## src/hw/noc_flit_pkg.sv

```systemverilog
`default_nettype none

package noc_flit_pkg;

        localparam int COORD_W   = 2;   // Enough for a 4 by 4 mesh.
        localparam int PAYLOAD_W = 16;

        typedef logic [COORD_W-1:0]   coord_t;
        typedef logic [PAYLOAD_W-1:0] payload_t;

        // Position of a flit within its packet.
        typedef enum logic [1:0] {
                head     = 2'b00,
                body     = 2'b01,
                tail     = 2'b10,
                headtail = 2'b11        // A packet of a single flit.
        } flit_type_t;

        // Body and tail flits repeat the destination, but only the head's copy is routed.
        typedef struct packed {
                flit_type_t ftype;
                coord_t     dst_x;
                coord_t     dst_y;
                payload_t   payload;
        } flit_t;

endpackage

`default_nettype wire

```

## src/hw/noc_router_pkg.sv

```systemverilog
`default_nettype none

package noc_router_pkg;

        localparam int NUM_VC    = 2;
        localparam int NUM_PORTS = 5;

        typedef logic [$clog2(NUM_VC)-1:0] vc_id_t;
        typedef logic [NUM_VC-1:0]         vc_mask_t;   // One bit per virtual channel.

        // East points toward growing X and north toward growing Y.
        typedef enum logic [2:0] {
                port_local = 3'd0,
                port_east  = 3'd1,
                port_west  = 3'd2,
                port_north = 3'd3,
                port_south = 3'd4
        } port_t;

        typedef enum logic [1:0] {
                rc_stage  = 2'b00,      // Routing computation.
                vsa_stage = 2'b01,      // VC and switch allocation.
                st_stage  = 2'b10       // Switch traversal.
        } vc_state_t;

        // What one output port carries toward the next router.
        typedef struct packed {
                logic                valid;
                vc_id_t              vc;
                noc_flit_pkg::flit_t flit;
        } out_flit_t;

endpackage

`default_nettype wire

```

## src/hw/xy_route_calc.sv

```systemverilog
`default_nettype none

module xy_route_calc #(
        parameter noc_flit_pkg::coord_t ROUTER_X = '0,
        parameter noc_flit_pkg::coord_t ROUTER_Y = '0
) (
        input  logic                  clk,
        input  logic                  reset,
        input  noc_flit_pkg::flit_t   head_flit,
        input  logic                  capture,
        output noc_router_pkg::port_t port
);

        noc_router_pkg::port_t next_port;

        // Dimension-ordered routing. X is resolved completely before Y.
        always_comb begin
                if (head_flit.dst_x > ROUTER_X) begin
                        next_port = noc_router_pkg::port_east;
                end else if (head_flit.dst_x < ROUTER_X) begin
                        next_port = noc_router_pkg::port_west;
                end else if (head_flit.dst_y > ROUTER_Y) begin
                        next_port = noc_router_pkg::port_north;
                end else if (head_flit.dst_y < ROUTER_Y) begin
                        next_port = noc_router_pkg::port_south;
                end else begin
                        next_port = noc_router_pkg::port_local;  // Packet has arrived.
                end
        end

        // The port is kept until the next head is captured, so body and
        // tail flits follow the head without looking at their own copy.
        always_ff @(posedge clk) begin
                if (reset) begin
                        port <= noc_router_pkg::port_local;
                end else if (capture) begin
                        port <= next_port;
                end
        end

endmodule

`default_nettype wire

```

## config.mk

```make
export PLATFORM = sky130hd
export DESIGN_NAME = xy_route_calc
export DESIGN_NICKNAME = d
export VERILOG_FILES = /design/src/hw/noc_flit_pkg.sv /design/src/hw/noc_router_pkg.sv /design/src/hw/xy_route_calc.sv
export SDC_FILE = /design/constraint.sdc
export NUM_CORES = 1
export LEC_CHECK = 0
export ABC_AREA = 1
export BUFFER_PORTS_ARGS = -buffer_cell sky130_fd_sc_hd__buf_2
export CAP_MARGIN = 20
export CORE_AREA = 2 2 39 41
export CTS_BUF_LIST = sky130_fd_sc_hd__clkbuf_8 sky130_fd_sc_hd__clkbuf_16
export DETAILED_ROUTE_END_ITERATION = 10
export DIE_AREA = 0 0 41 43
export SYNTH_ARGS = -nofsm -noshare
export SYNTH_HDL_FRONTEND = slang
export SYNTH_SLANG_ARGS = --single-unit
```

## constraint.sdc

```tcl
create_clock -name clk -period 1.2 [get_ports clk]
set_clock_uncertainty 0.05 [all_clocks]
set_input_delay 0.24 -clock clk [delete_from_list [all_inputs] [get_ports clk]]
set_output_delay 0.24 -clock clk [all_outputs]
set_load 0.03 [all_outputs]
```

==> flow_summary.yaml <==
status:
  status: "finished, final reports clean"
clock_tree:
  cts_root_buf: "clkbuf_8"
  cts_hold_repair.buffers: 0
  cts_resized: 0
  clk_latency_ns: 0.21
  path_clk_slew_ns: 0.03
  post_cts_buffers: 0
  numCtsBuffers: 3
  h-tree-depth: 1
  cts_buffer_depth: 2
  clock_sinks: 2
  cts_tree: "done"
layout:
  finalInstanceArea_um2: 203
  nets: 54
  largest_reg_flops: 2
  register_area_um2: 40.0
  drive_above_1_share: 0.444
  multi_input_area_um2: 50.0
  final_cell_mix: "8 x buf_2, 3 x nor2_1, 3 x nand2_1, 3 x inv_1, 3 x clkbuf_8"
  reg_top3: "port: 2 flops"
  syn2layout_area_growth_pct: 86.2
  fillers: 162
  diodes: 0
  final_common_cell: "buf_2"
  top_register: "port"
critical_path:
  end_kind: "output port"
  path_delay_family: "flip-flops"
  worstSetupPathType: "reg -> out"
  cpMaxStageDelayCell: "dfxtp_1"
  crit_path_cell_trace: "buf_2"
  cp.buffers_inverters: 1
  max_stage_delay_ns: 0.31
  required_ns: 0.91
  startpoint_type: "flop"
  path_max_fanout: 2
  critPathArrivalTime_ns: 0.72
timing:
  rsz0062_at_grt: "no"
  drv_slew: 0
  setup_viol: 0
  post-route-period-util: 0.839
  finalCriticalPeriod_ns: 1.01
  setup_slack_ns: 0.193
  max_freq_mhz: 993
  final.setup.tns_ns: 0
  finalHoldViolCount: 0
  whs_ns: 0.205
place:
  placed_cell_area_um2: 161
  numPortBuffers: 8
  globalplace.congestion: 0.418
  preCtsSetupSlack_ns: 0.402
drt:
  routed_via_density: 2.98
  drt_iter0_drc: 0
  drt-pass1-iter-count: 1
  ant_nets: 0
  drc: 0
  wirelength_um: 270
  wl_per_cell_um: 6.28
  dr_total_vias: 128
floorplan:
  fp.dieArea_um2: 1760
  ios: 28
  die_x_um: 41
  fp-row-count: 14
  core-area_um2: 1380
  initial_core_util: 0.0787
  die_y_um: 43
grt:
  grt_max_degree: 5
  grt_pass1_vias: 86
  antenna_found_initial: 0
  grt_pass1_wl_um: 234
  grt_use_total: 0.0281
  grt-ovfl-total: 0
logic_synthesis:
  yosysSeqAreaShare: 0.368
  synth_cell_types: 10
  synth_top_cell_by_area: "dfxtp_1"
  synth_top_area_frac: 0.368
  synth_nets: 42
  synth.ff_latch_count: 2
  synthTopCellsByArea: "dfxtp_1 37%, inv_1 10%, nand2_1 10%, nor2_1 10%, buf_4 6.9%"
  yosys_warnings: 0
  avgSynthCellArea_um2: 6.40
  synth_area_um2: 109
  synth_cells: 17
power_and_ir_drop:
  vdd_ir_drop_max_mv: 0.243
  leakage_nw: 0.112
  total_power_uw: 377
  p_per_area_nw_per_um2: 1860
hold_path:
  hold_class: "in -> reg"
flow_run:
  maxCapViolCount: 0
[cell usage after synthesis (all sizes together)]
master / number
nor2: 4
inv: 3
nand2: 3
dfxtp: 2
a21oi: 1
buf: 1
conb: 1
nand3: 1
o21bai: 1
[layout make-up]
cell class                 instances  area share
clock buffer                       3       0.204
sequential                         2       0.198
tap                               16      0.0988
multi-input combinational         11       0.247
inverter                           3      0.0556
timing repair buffer               8       0.198
[metal layers]
metal | vias to the layer above | share of wire | GRT usage
li1 | 69 | - | -
met1 | 50 | 0.40 | 0.0160
met2 | 9 | 0.37 | 0.0250
met3 | 0 | 0.23 | 0.0471
met4 | 0 | 0 | 0.0400
met5 | - | 0 | 0
[per-stage QoR]
step                       util  std cells
after global placement    0.117         40
after detailed placement  0.117         40
final                     0.146         43
after global routing      0.146         43
after CTS                 0.146         43
after floorplan               -         17
[where the power goes]
| part | leakage [nW] | internal, mW | switching, mW |
|---|---|---|---|
| clock network | 0.0216 | 0.212 | 0.0497 |
| registers | 0.0166 | 0.0717 | 0.00187 |
| logic | 0.0738 | 0.0160 | 0.0262 |
| total | 0.112 | 0.300 | 0.0778 |
[logic make-up after synthesis]
kind of cell,synth area share
other,0.0344
AOI/OAI and AO/OA,0.115
DFF,0.368
and+or+nand+nor,0.310
buffers and inverters,0.172
[final timing paths]
path | from | to | slack (ns) | cells past startpoint
min reg2reg | port[1] | port[1] | 0.47 | 2
max reg2reg | port[0] | port[0] | 0.54 | 4
min | capture | port[1] | 0.21 | 2
max | port[1] | port[1] | 0.19 | 1
[worst register-to-register path, stage by stage, from the launching register on]
cell and delay (ns):
dfxtp_1 0.29, nor2_1 0.08, nor2_1 0.04, nand2_1 0.05, inv_1 0.03
Power figures use the tool's default switching activity.
