===== src/hw/noc_flit_pkg.sv =====
`default_nettype none

package noc_flit_pkg;

        localparam int COORD_W   = 2;   // Enough for a 4 by 4 mesh.
        localparam int PAYLOAD_W = 16;

        typedef logic [COORD_W-1:0]   coord_t;
        typedef logic [PAYLOAD_W-1:0] payload_t;

        // Position of a flit within its packet.
        typedef enum logic [1:0] {
                head     = 2'b00,
                body     = 2'b01,
                tail     = 2'b10,
                headtail = 2'b11        // A packet of a single flit.
        } flit_type_t;

        // Body and tail flits repeat the destination, but only the head's copy is routed.
        typedef struct packed {
                flit_type_t ftype;
                coord_t     dst_x;
                coord_t     dst_y;
                payload_t   payload;
        } flit_t;

endpackage

`default_nettype wire


===== src/hw/noc_router_pkg.sv =====
`default_nettype none

package noc_router_pkg;

        localparam int NUM_VC    = 2;
        localparam int NUM_PORTS = 5;

        typedef logic [$clog2(NUM_VC)-1:0] vc_id_t;
        typedef logic [NUM_VC-1:0]         vc_mask_t;   // One bit per virtual channel.

        // East points toward growing X and north toward growing Y.
        typedef enum logic [2:0] {
                port_local = 3'd0,
                port_east  = 3'd1,
                port_west  = 3'd2,
                port_north = 3'd3,
                port_south = 3'd4
        } port_t;

        typedef enum logic [1:0] {
                rc_stage  = 2'b00,      // Routing computation.
                vsa_stage = 2'b01,      // VC and switch allocation.
                st_stage  = 2'b10       // Switch traversal.
        } vc_state_t;

        // What one output port carries toward the next router.
        typedef struct packed {
                logic                valid;
                vc_id_t              vc;
                noc_flit_pkg::flit_t flit;
        } out_flit_t;

endpackage

`default_nettype wire


===== src/hw/vc_ctrl.sv =====
`default_nettype none

module vc_ctrl (
        input  logic                                                       clk,
        input  logic                                                       reset,
        input  noc_flit_pkg::flit_t                                        head_flit,
        input  logic                                                       empty,
        input  noc_router_pkg::port_t                                      port,
        input  noc_router_pkg::vc_id_t                                     ovch,
        input  noc_router_pkg::vc_mask_t [noc_router_pkg::NUM_PORTS-1:0]   out_rdy,
        input  noc_router_pkg::vc_mask_t [noc_router_pkg::NUM_PORTS-1:0]   out_lck,
        input  logic [noc_router_pkg::NUM_PORTS-1:0]                       grt,
        output logic                                                       req,
        output logic                                                       send,
        output logic                                                       pop,
        output logic                                                       capture,
        output logic                                                       olck
);

        noc_router_pkg::vc_state_t state;
        logic                      is_head;
        logic                      is_tail;
        logic                      rdy;     // Next VC can take a flit.
        logic                      lck;     // Next VC is held by another input.
        logic                      grt_sel; // Switch port is ours.

        assign is_head = !empty && (head_flit.ftype == noc_flit_pkg::head ||
                                    head_flit.ftype == noc_flit_pkg::headtail);
        assign is_tail = (head_flit.ftype == noc_flit_pkg::tail ||
                          head_flit.ftype == noc_flit_pkg::headtail);

        // Only the bits of the routed port and output VC matter.
        assign rdy     = out_rdy[port][ovch];
        assign lck     = out_lck[port][ovch];
        assign grt_sel = grt[port];

        assign olck    = (state != noc_router_pkg::rc_stage);
        assign capture = (state == noc_router_pkg::rc_stage) && is_head;

        // A flit crosses the switch whenever traversal has a flit and a free downstream slot.
        assign send = (state == noc_router_pkg::st_stage) && !empty && rdy && grt_sel;
        assign pop  = send;     // Every flit sent leaves the buffer in the same cycle.

        always_ff @(posedge clk) begin
                if (reset) begin
                        state <= noc_router_pkg::rc_stage;
                        req   <= 1'b0;
                end else begin
                        case (state)
                                noc_router_pkg::rc_stage: begin
                                        if (is_head) begin
                                                state <= noc_router_pkg::vsa_stage;
                                                req   <= 1'b1;
                                        end
                                end
                                noc_router_pkg::vsa_stage: begin
                                        if (lck) begin
                                                // Back off until the next VC is freed.
                                                req <= 1'b0;
                                        end else if (grt_sel && rdy) begin
                                                state <= noc_router_pkg::st_stage;
                                                req   <= 1'b1;
                                        end else begin
                                                req <= 1'b1;
                                        end
                                end
                                noc_router_pkg::st_stage: begin
                                        // The request stays up so the switch keeps the grant.
                                        if (pop && is_tail) begin
                                                state <= noc_router_pkg::rc_stage;
                                                req   <= 1'b0;
                                        end
                                end
                                default: begin
                                        state <= noc_router_pkg::rc_stage;
                                        req   <= 1'b0;
                                end
                        endcase
                end
        end

endmodule

`default_nettype wire


===== config.mk =====
export PLATFORM = sky130hd
export DESIGN_NAME = vc_ctrl
export DESIGN_NICKNAME = d
export VERILOG_FILES = /design/src/hw/noc_flit_pkg.sv /design/src/hw/noc_router_pkg.sv /design/src/hw/vc_ctrl.sv
export SDC_FILE = /design/constraint.sdc
export NUM_CORES = 1
export LEC_CHECK = 0
export BUFFER_PORTS_ARGS = -buffer_cell sky130_fd_sc_hd__buf_2
export CORE_UTILIZATION = 27
export CTS_CLUSTER_DIAMETER = 100
export DETAILED_ROUTE_END_ITERATION = 7
export PLACE_DENSITY = 0.79
export SLEW_MARGIN = 20
export SYNTH_ARGS = -nofsm -noshare
export SYNTH_HDL_FRONTEND = slang
export SYNTH_SLANG_ARGS = --single-unit
export TNS_END_PERCENT = 5

===== constraint.sdc =====
create_clock -name clk -period 1.67 [get_ports clk]
set_clock_uncertainty 0.1 [all_clocks]
set_input_delay 0.334 -clock clk [delete_from_list [all_inputs] [get_ports clk]]
set_output_delay 0.334 -clock clk [all_outputs]
set_load 0.005 [all_outputs]

==> results.py <==
metrics = {
    "floorplanning": {
        "die_h_microns": 42.6,
        "initial_core_util": 0.292,
        "die_w_microns": 42.6,
        "io_pins": 59,
        "rows": 14,
        "die-area_sq_um": 1820,
        "core_sq_um": 1520,
    },
    "pwr": {
        "max-vdd-ir-drop_mv": 0.356,
        "finalPower_uw": 376,
        "p_per_area_nw_per_um2": 478,
        "p_leak_nw": 0.400,
    },
    "layout": {
        "areaGrowthSynthToFinish_pct": 76.4,
        "finalNetCount": 158,
        "final_area_sq_um": 786,
        "antennaDiodeCount": 0,
        "final_cell_count_no_fill": 117,
        "utilization": 0.516,
        "drive_gt1_frac": 0.594,
    },
    "sta": {
        "post-route-min-period_ns": 1.83,
        "timing.final.crit_share": 1.10,
        "holdWs_ns": 0.209,
        "setup_viol": 2,
        "worst_pin_slew_ns": 0.281,
        "max_freq_mhz": 545,
        "hold_viol": 0,
        "fin_setup_tns_ns": -0.327,
        "rsz0062_at_grt": "yes",
        "drv_slew": 0,
        "slew-limit-headroom": 0.812,
        "final.setup.worst_slack_ns": -0.165,
    },
    "placement": {
        "dpl_worst_slack_ns": -0.300,
        "dp_cells": 111,
        "placed_area_sq_um": 684,
        "gp_congestion": 0.762,
        "hpwl_microns": 1050,
        "io_buffers": 38,
    },
    "route": {
        "wirelength_microns": 1280,
        "avgViaCountPerCell": 4.93,
        "drtAntennaViolNets": 0,
        "drt_first_pass_iters": 4,
        "wl_per_cell_microns": 10.9,
        "drc": 0,
        "drtIter0Drc": 11,
        "vias": 577,
    },
    "clock_network": {
        "htree_levels": 1,
        "holdBufCountCts": 0,
        "cts_tree": "yes",
        "cts.sinks": 3,
        "root_buffer": "clkbuf_4",
        "clockBufferDepth": 2,
        "cts_made_buffers": 3,
        "path_clk_slew_ns": 0.03,
        "clk_latency_ns": 0.22,
    },
    "worst_setup_path": {
        "crit_path_end_kind": "primary output",
        "cp.required_ns": 1.24,
        "reg2regPathDepth": 4,
        "critPathKind": "in -> out",
        "crit_path_max_incr_delay_ns": 0.29,
        "cp_slowest_cell": "a221oi_2",
        "arrival_ns": 1.40,
        "path_cells": "buf_12 -> o211ai_1 -> o21ai_2 -> nand2_1 -> a221oi_2 -> nor3b_2 -> buf_2",
        "cp_max_fo": 8,
        "r2r_setup_slack_ns": 0.43,
        "reg2reg_to": "state[0]$_SDFFE_PP0P_",
        "crit_path_start_kind": "input port",
        "r2r_start": "state[1]$_SDFFE_PP0P_",
    },
    "logic_synthesis": {
        "synthSimpleGateAreaFrac": 0.222,
        "syn_nets": 110,
        "synth_edf_count": 0,
        "synth_flop_cell": "dfxtp_1",
        "synth-seq-cells": 3,
        "synth_compound_area_frac": 0.267,
        "muxShareOfSynthArea": 0.228,
        "synthAdderAreaFrac": 0.0562,
        "synth-xor-area-share": 0,
        "syn_area_sq_um": 445,
        "yosysUniqueCellTypes": 29,
        "yosysSeqAreaShare": 0.135,
        "synth-async-reset-ratio": 0,
        "synth_top_area_cell": "dfxtp_1",
        "synth_cells": 54,
        "synth_top_family_by_area": "compound AO/OA/AOI/OAI gates",
        "synth.avg_cell_area_sq_um": 8.25,
        "synth.area.top_cells": "dfxtp_1 13%, mux2i_1 6.7%, mux4_1 5.9%",
        "synth.most_common_cell": "nor2_1",
        "ys_top_cells_by_count": "5 x nor2_1, 4 x nand2_1, 4 x o21ai_1",
        "synth_top_area_frac": 0.135,
        "ys_warn_count": 0,
    },
    "global_routing": {
        "grt_overflow_total": 0,
        "antenna_found_initial": 0,
        "grt_max_degree": 9,
        "grt_pass1_vias": 574,
        "grt_pass1_wl_microns": 2190,
        "grt_usage": 0.156,
    },
    "min_path": {
        "hp-start": "reset",
        "min_to": "state[1]$_SDFFE_PP0P_",
        "holdPathStages": 2,
        "hold_class": "in -> reg",
    },
    "status": {
        "status": "finished with violations",
        "violations": "negative setup slack",
    },
    "flow_run": {
        "drv_cap": 0,
    },
}
state kept, by name, summed over array words and instances (netlist names):
name	flops
req	1
state	2
repair_timing:
action                     in CTS  in global routing
cloned                          1                  0
pin swaps                       5                  1
setup endpoints to repair       2                  2
resized for setup              12                  0
setup buffers                   1                  0
hold endpoints to repair        0                  0
worst max path at each step:
stage               startpoint   end  slack (ns)
finish                    ovch   pop       -0.16
global route              ovch  send       -0.26
detailed placement     port[0]   pop       -0.30
CTS                       ovch   pop       -0.18
floorplan                 ovch  send       -0.16
global placement       port[0]   pop       -0.22
critical path, delay by kind of cell:
family / cells / cell delay (ns)
AO/OA/AOI/OAI: 3 / 0.51
buffers and inverters: 2 / 0.23
AND/OR/NAND/NOR: 2 / 0.31
power by group:
part           switching (mW)  internal (mW)  total (mW)
Clock                  0.0324         0.0892       0.122
Combinational          0.0693          0.102       0.171
Sequential            0.00379         0.0792      0.0830
Total                   0.105          0.270       0.376
layout by cell type, fill, tap and decap left out, types with 3 or more instances in the layout:
master,netlist,routed
buf_2,0,36
buf_4,1,7
clkbuf_4,0,3
dfxtp_1,3,3
inv_1,3,3
mux2i_1,3,3
nand2_1,4,4
nand2b_1,3,3
nor2_1,5,4
cell families after synthesis:
logic type,Yosys count
simple gates,19
compound gates,17
mux,7
buf+inv,6
flops,3
fa+ha+maj,2
per-layer routing:
metal / part of all wire / routed length (microns) / vias up / track usage
li1: - / - / 294 / -
met1: 0.39 / 493 / 259 / 0.173
met2: 0.55 / 697 / 22 / 0.274
met3: 0.053 / 68 / 2 / 0.0388
met4: 0.013 / 16 / 0 / 0.0750
met5: 0 / 0 / - / 0
area by class of cell:
class                   instances  area (sq um)
multi-input cells              45           368
flip-flops and latches          3          60.1
repair buffers                 46           300
well taps                      16          20.0
fillers                       146           738
clock buffers                   4          26.3
inverters                       3          11.3
Note: power is estimated with default switching activity, not from simulation.
