==> src/hw/noc_flit_pkg.sv <==
`default_nettype none

package noc_flit_pkg;

        localparam int COORD_W   = 2;   // Enough for a 4 by 4 mesh.
        localparam int PAYLOAD_W = 16;

        typedef logic [COORD_W-1:0]   coord_t;
        typedef logic [PAYLOAD_W-1:0] payload_t;

        // Position of a flit within its packet.
        typedef enum logic [1:0] {
                head     = 2'b00,
                body     = 2'b01,
                tail     = 2'b10,
                headtail = 2'b11        // A packet of a single flit.
        } flit_type_t;

        // Body and tail flits repeat the destination, but only the head's copy is routed.
        typedef struct packed {
                flit_type_t ftype;
                coord_t     dst_x;
                coord_t     dst_y;
                payload_t   payload;
        } flit_t;

endpackage

`default_nettype wire

==> src/hw/vc_flit_buffer.sv <==
`default_nettype none

module vc_flit_buffer #(
        parameter int DEPTH = 4
) (
        input  logic                clk,
        input  logic                reset,
        input  logic                push,
        input  noc_flit_pkg::flit_t push_flit,
        input  logic                pop,
        output noc_flit_pkg::flit_t head_flit,
        output logic                empty,
        output logic                full
);

        localparam int PTR_W = (DEPTH > 1) ? $clog2(DEPTH) : 1;
        localparam int CNT_W = $clog2(DEPTH + 1);

        noc_flit_pkg::flit_t mem [DEPTH];
        logic [PTR_W-1:0]    rd_ptr;
        logic [PTR_W-1:0]    wr_ptr;
        logic [CNT_W-1:0]    count;
        logic                do_push;
        logic                do_pop;

        assign do_push   = push && !full;       // A push into a full buffer is lost.
        assign do_pop    = pop && !empty;
        assign empty     = (count == '0);
        assign full      = (count == CNT_W'(DEPTH));
        assign head_flit = mem[rd_ptr];         // Oldest flit, shown without a read cycle.

        always_ff @(posedge clk) begin
                if (do_push) begin
                        mem[wr_ptr] <= push_flit;
                end
        end

        // Pointers wrap explicitly so that any depth works.
        always_ff @(posedge clk) begin
                if (reset) begin
                        rd_ptr <= '0;
                        wr_ptr <= '0;
                        count  <= '0;
                end else begin
                        if (do_push) begin
                                wr_ptr <= (wr_ptr == PTR_W'(DEPTH - 1)) ? '0 : wr_ptr + 1'b1;
                        end
                        if (do_pop) begin
                                rd_ptr <= (rd_ptr == PTR_W'(DEPTH - 1)) ? '0 : rd_ptr + 1'b1;
                        end
                        case ({do_push, do_pop})
                                2'b10:   count <= count + 1'b1;
                                2'b01:   count <= count - 1'b1;
                                default: count <= count;  // Both or neither leave the level.
                        endcase
                end
        end

endmodule

`default_nettype wire

==> config.mk <==
export PLATFORM = sky130hd
export DESIGN_NAME = vc_flit_buffer
export DESIGN_NICKNAME = d
export VERILOG_FILES = /design/src/hw/noc_flit_pkg.sv /design/src/hw/vc_flit_buffer.sv
export SDC_FILE = /design/constraint.sdc
export NUM_CORES = 1
export LEC_CHECK = 0
export ABC_CLOCK_PERIOD_IN_PS = 2190
export BUFFER_PORTS_ARGS = -buffer_cell sky130_fd_sc_hd__buf_4
export CAP_MARGIN = 10
export CORE_AREA = 3 3 69 119
export CTS_BUF_LIST = sky130_fd_sc_hd__clkbuf_8 sky130_fd_sc_hd__clkbuf_16
export DETAILED_ROUTE_END_ITERATION = 12
export DIE_AREA = 0 0 72 122
export PLACE_DENSITY = 0.74
export SLEW_MARGIN = 5
export SYNTH_ARGS = -nofsm -noshare
export SYNTH_HDL_FRONTEND = slang
export SYNTH_SLANG_ARGS = --single-unit
export TNS_END_PERCENT = 50
==> constraint.sdc <==
create_clock -name clk -period 2.19 [get_ports clk]
set_clock_uncertainty 0.05 [all_clocks]
set_input_delay 0.1095 -clock clk [delete_from_list [all_inputs] [get_ports clk]]
set_output_delay 0.1095 -clock clk [all_outputs]
set_load 0.01 [all_outputs]
==> impl_results.md, run 1 <==
- Hold Vio Cnt, Final: 0
- Multi-input gate area: 801 um^2
- Vias in the first global route: 1,937
- Area Overhead vs Synth: 28.8%
- Top cells by area, synth: edfxtp_1, mux4_2, dfxtp_1
- ANT nets after route: 0
- Syn Area/Cell: about 22 um^2
- Worst-Skew Late Latency: about 0.33 ns
- Htree depth: 3
- Port Buffers: between 40 and 50
- IO Count: 50
- CP Launch Type: flip-flop
- Post-synth top cells: edfxtp_1, mux4_2, dfxtp_1
- Count leader, synth: edfxtp_1
- Slew Limit Fails: 0
- CP dominant cell by count: inv_2
- Crit-path max FO: 2
- Clock transition at path regs: roughly 0.060 ns
- Tmin final: between 2 and 2.5 ns
- # placed instances: about 300
- Detailed Route Iter0 Violations: 117
- Top-area cell type share of the netlist area: 0.722
- Fillers: just under 500
- Die height: approximately 120 um
- Fin crit share: 0.984
- Status: complete, no violations
- Critical path type: reg -> reg
- Routed length per instance: about 17 um
- Starting density of the core: 0.499
- Initial antenna violation count: 0
- Number of synthesized flops with an enable pin: between 80 and 90
- Dominant cell type by area after synthesis: edfxtp_1
- Final worst slack: 0.0356 ns
- Place WS: -0.00314 ns
- GRT Resource Usage Total: 0.148
- Mapped Cells: between 150 and 200
- CTS sink cnt: 97
- CTS root buf: clkbuf_16
- Max-Cap Viols: 0
- Routability congestion estimate: about 0.74
- Vias: roughly 1.8k
- DRT Wirelength: between 5000 and 6000 um
- Vias/cell: roughly 5.2
- Hold Crit Class: in -> reg
- Maximum root-to-sink buffer count: 2
- Worst ir drop on vdd: 0.000767 V
- CTS tree: built
- Mapped Nets: 201
- Reg area: about 0.0028 mm^2
- Yosys Warn Count: 0
- First-pass GRT wire length: slightly above 9000 um
- Slowest stage delay, CP: about 0.37 ns
- RSZ-0062 raised after global routing: true
- Gr ovfl total: 0
- Pwr per Cell Area: 1060 mW/mm^2
- Final Setup Violations: 0
- Pin count of the biggest net entering global routing: 23
- Layout net count: around 290
- Core area: 0.00734 mm^2
- Cell variety after synth: 27
- Final non-filler cell total: approximately 350
- Antenna fix cells: 0
- Critical path required time: ~2.4 ns
- Netlist Area Pre-Place: between 0.003 and 0.004 mm^2
- Layout Utilization: 0.642
- TritonCTS buffer count: 9
- Die Wd: a little over 70 um
- Endpoint class of the critical path: flip-flop
- DIE AREA: between 0.008 and 0.009 mm^2
- # DRC: 0
- Worst Path Arrival: around 2.4 ns
- Main flop type after synthesis: edfxtp_1
- Crit-path slowest cell: or3b_4
- Leakage power: 1.67 nW
- FF+latch count, synth: 97
- Drt first pass iters: 4
- Max-slew headroom: 0.609
- Worst-Margin Slew: slightly below 0.6 ns
- Layout cells sized above 1: 0.421
- CP cell instances: or3b_4 -> and2_4 -> inv_2 -> ha_4 -> inv_2 -> fa_2 -> xor2_2 -> or3_4 -> a21oi_2
- Row count: a little over 40
- Synth async-reset ratio: 0
- Sequential fraction of the synthesis area: 0.772
- DP HPWL: ~3700 um
- Fmax: about 460 MHz
## path summary, 6_finish.rpt
check | startpoint | endpoint | slack, ns | depth (start not counted)
max | count[2]$_SDFFE_PP0P_ | count[2]$_SDFFE_PP0P_ | 0.04 | 9
min | push | wr_ptr[1]$_SDFFE_PP0P_ | 0.02 | 3
max reg2reg | count[2]$_SDFFE_PP0P_ | count[2]$_SDFFE_PP0P_ | 0.04 | 9
min reg2reg | rd_ptr[0]$_SDFFE_PP0N_ | flip-flop | 0.44 | 2
## routing by layer
| layer | GRT usage | share of wire |
|---|---|---|
| met1 | 0.159 | 0.38 |
| met2 | 0.266 | 0.57 |
| met3 | 0.0446 | 0.034 |
| met4 | 0.0635 | 0.013 |
| met5 | 0 | 0 |
## report_power, final
| group | internal [W] | total (W) | switching (W) |
|---|---|---|---|
| registers | 0.00223 | 0.00229 | 0.0000581 |
| clock network | 0.000753 | 0.00135 | 0.000600 |
| logic | 0.000730 | 0.00133 | 0.000602 |
| total | 0.00372 | 0.00498 | 0.00126 |
## logic make-up after synthesis
family	count (synthesis)	synth area share
multiplexers	23	0.138
AND/OR/NAND/NOR	17	0.0267
AO/OA/AOI/OAI	8	0.0144
adder cells (fa/ha/maj)	7	0.0260
XOR/XNOR	2	0.00479
flip-flops	97	0.772
buffers and inverters	14	0.0185
## stage by stage
stage | cell area (um^2) | total power (W) | hold slack (ns) | TNS [ns]
after floorplan | 3680 | 0.00309 | 0.158 | -0.0349
after global placement | 4190 | 0.00360 | 0.261 | 0
after detailed placement | 4190 | 0.00362 | 0.262 | -0.00314
after CTS | 4690 | 0.00503 | 0.00695 | 0
after global routing | 4710 | 0.00525 | 0.0293 | -0.0345
final | 4710 | 0.00498 | 0.0246 | 0
## cells in the final DEF, fill, tap and decap left out, drive strengths merged
master,synthesis,final
and3,4,4
nor3,2,2
inv,8,8
clkbuf,1,9
fa,1,1
a21oi,4,4
nand2,1,1
dlygate4sd3,0,23
nor2,4,4
or3,2,2
or3b,1,1
edfxtp,88,88
clkinvlp,0,2
mux4,22,22
o31ai,2,2
and2,1,1
o21ai,1,1
mux2i,1,1
clkinv,0,4
buf,5,59
dfxtp,9,9
a21o,1,1
xor2,2,2
ha,6,6
nand3,2,2
## critical path, delay by kind of cell (launching register included)
kind | cells | cell delay [ns]
buffers and inverters | 2 | 0.09
XOR/XNOR | 1 | 0.16
flip-flops | 1 | 0.33
AO/OA/AOI/OAI | 1 | 0.14
adder cells (fa/ha/maj) | 2 | 0.46
AND/OR/NAND/NOR | 3 | 0.85
## flip-flops by register name (all words and copies together) (netlist names), named ones only
register / count
wr_ptr: 2
mem: 88
rd_ptr: 2
count: 3
## final cells by class
type                       instances  share of cell area
sequential                        97               0.600
clock inverter                     6             0.00770
multi-input combinational         57               0.170
inverter                           8             0.00637
timing repair buffer              82               0.146
clock buffer                       9              0.0478
tap                               86              0.0228
## timing repair
| action | 4_1_cts | 5_1_grt |
|---|---|---|
| pin swaps | 0 | 4 |
| endpoints found under the setup margin | 1 | 1 |
| hold buffers | 23 | 0 |
| endpoints found under the hold margin | 97 | 0 |
| gates resized for setup | 0 | 3 |
| setup buffers | 1 | 1 |
(Power assumes the default switching activity.)
==> run 2: changes to the inputs <==
CORE_AREA = 3 3 67 116   (was 3 3 69 119)
CTS_BUF_LIST = sky130_fd_sc_hd__clkbuf_4 sky130_fd_sc_hd__clkbuf_8   (was sky130_fd_sc_hd__clkbuf_8 sky130_fd_sc_hd__clkbuf_16)
DIE_AREA = 0 0 70 119   (was 0 0 72 122)
PLACE_DENSITY = 0.78   (was 0.74)
==> impl_results.md, run 2 (synthesis results as in run 1) <==
- Status: complete, no violations
- Top sig layer: met4
- R2r setup slk: 0.01 ns
- Layout net count: 289
- Most frequent cells in the layout: edfxtp_1, buf_4, dlygate4sd3_1
- Met2 WL post-DR: approximately 3400 um
- Leading cell type in the layout, fill and taps excluded: edfxtp_1
- Fmax: 459 MHz
- CTS root buf: clkbuf_8
- Detailed Route Iter0 Violations: roughly 140
- Final worst slack: 0.0130 ns
- DIE AREA: ~0.0083 mm^2
- Antenna fix cells: 0
- Vias: 1,829
- CP Launch Type: flip-flop
- Initial antenna violation count: 0
- Port Buffers: between 40 and 50
- Area Overhead vs Synth: 26.1%
- First-pass GRT wire length: roughly 9800 um
- M1 WL: 2190 um
- Pin count of the biggest net entering global routing: 23
- Routed length per instance: about 17 um
- Slew Limit Fails: 0
- Metal3 WL: between 200 and 250 um
- Crit-path max FO: 2
- DRT Wirelength: ~6000 um
- Reg with most FFs: mem
- RSZ-0062 raised after global routing: true
- Max-Cap Viols: 0
- Endpoint class of the critical path: flip-flop
- Hold Crit Class: in -> reg
- Row count: 40
- Worst Path Arrival: about 2.4 ns
- Worst-Margin Slew: between 0.5 and 0.6 ns
- Routability congestion estimate: slightly below 0.7
- Hold Vio Cnt, Final: 0
- Vias/cell: between 5 and 6
- Core area: a little under 0.007 mm^2
- DP HPWL: approximately 3800 um
- Vias in the first global route: 1,987
- Fin crit share: 0.994
- Max-slew headroom: 0.617
- Htree depth: 3
- Maximum root-to-sink buffer count: 2
- Drt first pass iters: 4
- ANT nets after route: 0
- Critical path required time: ~2.4 ns
- Die Wd: 70 um
- IO Count: 50
- Place WS: between 0.04 and 0.05 ns
- TritonCTS buffer count: 9
- Clock transition at path regs: approximately 0.080 ns
- Starting density of the core: 0.530
- Layout cells sized above 1: 0.419
- Gr ovfl total: 0
- Largest register FFs: between 80 and 90
- Pwr per Cell Area: 989 mW/mm^2
- Final Setup Violations: 0
- Top flop regs: mem: 88 flops, count: 3 flops
- Tmin final: 2.18 ns
- TNS Setup: 0 ns
- Layout Utilization: 0.668
- Die height: between 100 and 150 um
- Leakage power: roughly 1.6 nW
- Worst-Skew Late Latency: between 0.3 and 0.4 ns
- # DRC: 0
- Critical path type: reg -> reg
- # placed instances: around 300
- Final non-filler cell total: 344
- CTS sink cnt: 97
- Worst ir drop on vdd: 0.000754 V
- GRT Resource Usage Total: 0.157
- Final hold slack: approximately 0.19 ns
- CTS tree: built
run 2: cell count changes in the layout (fill, tap and decap cells not counted), sizes merged:
cell         delta
dlygate4sd3     +1
clkbuf          +1
clkinvlp        -1
run 2: worst paths after layout:
kind,end,start,cells past startpoint
hold / removal,flip-flop,pop,5
hold reg to reg,flip-flop,rd_ptr[0]$_SDFFE_PP0N_,2
setup / recovery,count[2]$_SDFFE_PP0P_,count[2]$_SDFFE_PP0P_,9
setup reg to reg,count[2]$_SDFFE_PP0P_,count[2]$_SDFFE_PP0P_,9
run 2: where the power goes:
part           internal [W]  total (W)  switching [W]
registers           0.00223    0.00229      0.0000585
logic              0.000735    0.00134       0.000606
clock network      0.000406   0.000932       0.000527
run 2: area by class of cell:
cell class | count | area, um^2
clock inverter | 5 | 23.8
sequential | 97 | 2830
clock buffer | 10 | 131
timing repair buffer | 83 | 696
multi-input combinational | 57 | 801
fill | 476 | 2290
inverter | 8 | 30.0
tap | 84 | 105
run 2: through the flow:
stage          power, W  instance area [um^2]
6_report        0.00457                  4610
5_1_grt         0.00480                  4610
4_1_cts         0.00458                  4590
3_5_place_dp    0.00363                  4200
3_3_place_gp    0.00360                  4200
2_1_floorplan   0.00309                  3680
run 2: repair_timing:
| item | CTS | global route |
|---|---|---|
| setup buffers | 0 | 1 |
| resized for setup | 0 | 4 |
| endpoints found under the hold margin | 97 | 0 |
| hold buffers | 24 | 0 |
| endpoints found under the setup margin | 0 | 1 |
run 2: layer usage:
| metal | GRT usage | vias up |
|---|---|---|
| met2 | 0.281 | 37 |
| met3 | 0.0380 | 10 |
| met5 | 0 | - |
| met4 | 0.0683 | 0 |
| li1 | - | 856 |
| met1 | 0.173 | 926 |
run 2: worst max-delay path, stage by stage (launching register included):
cell     delay [ns]
dfxtp_2        0.34
or3b_4         0.39
and2_4         0.16
inv_2          0.06
ha_4           0.15
inv_2          0.04
fa_2           0.34
xor2_2         0.16
or3_4          0.33
a21oi_2        0.12
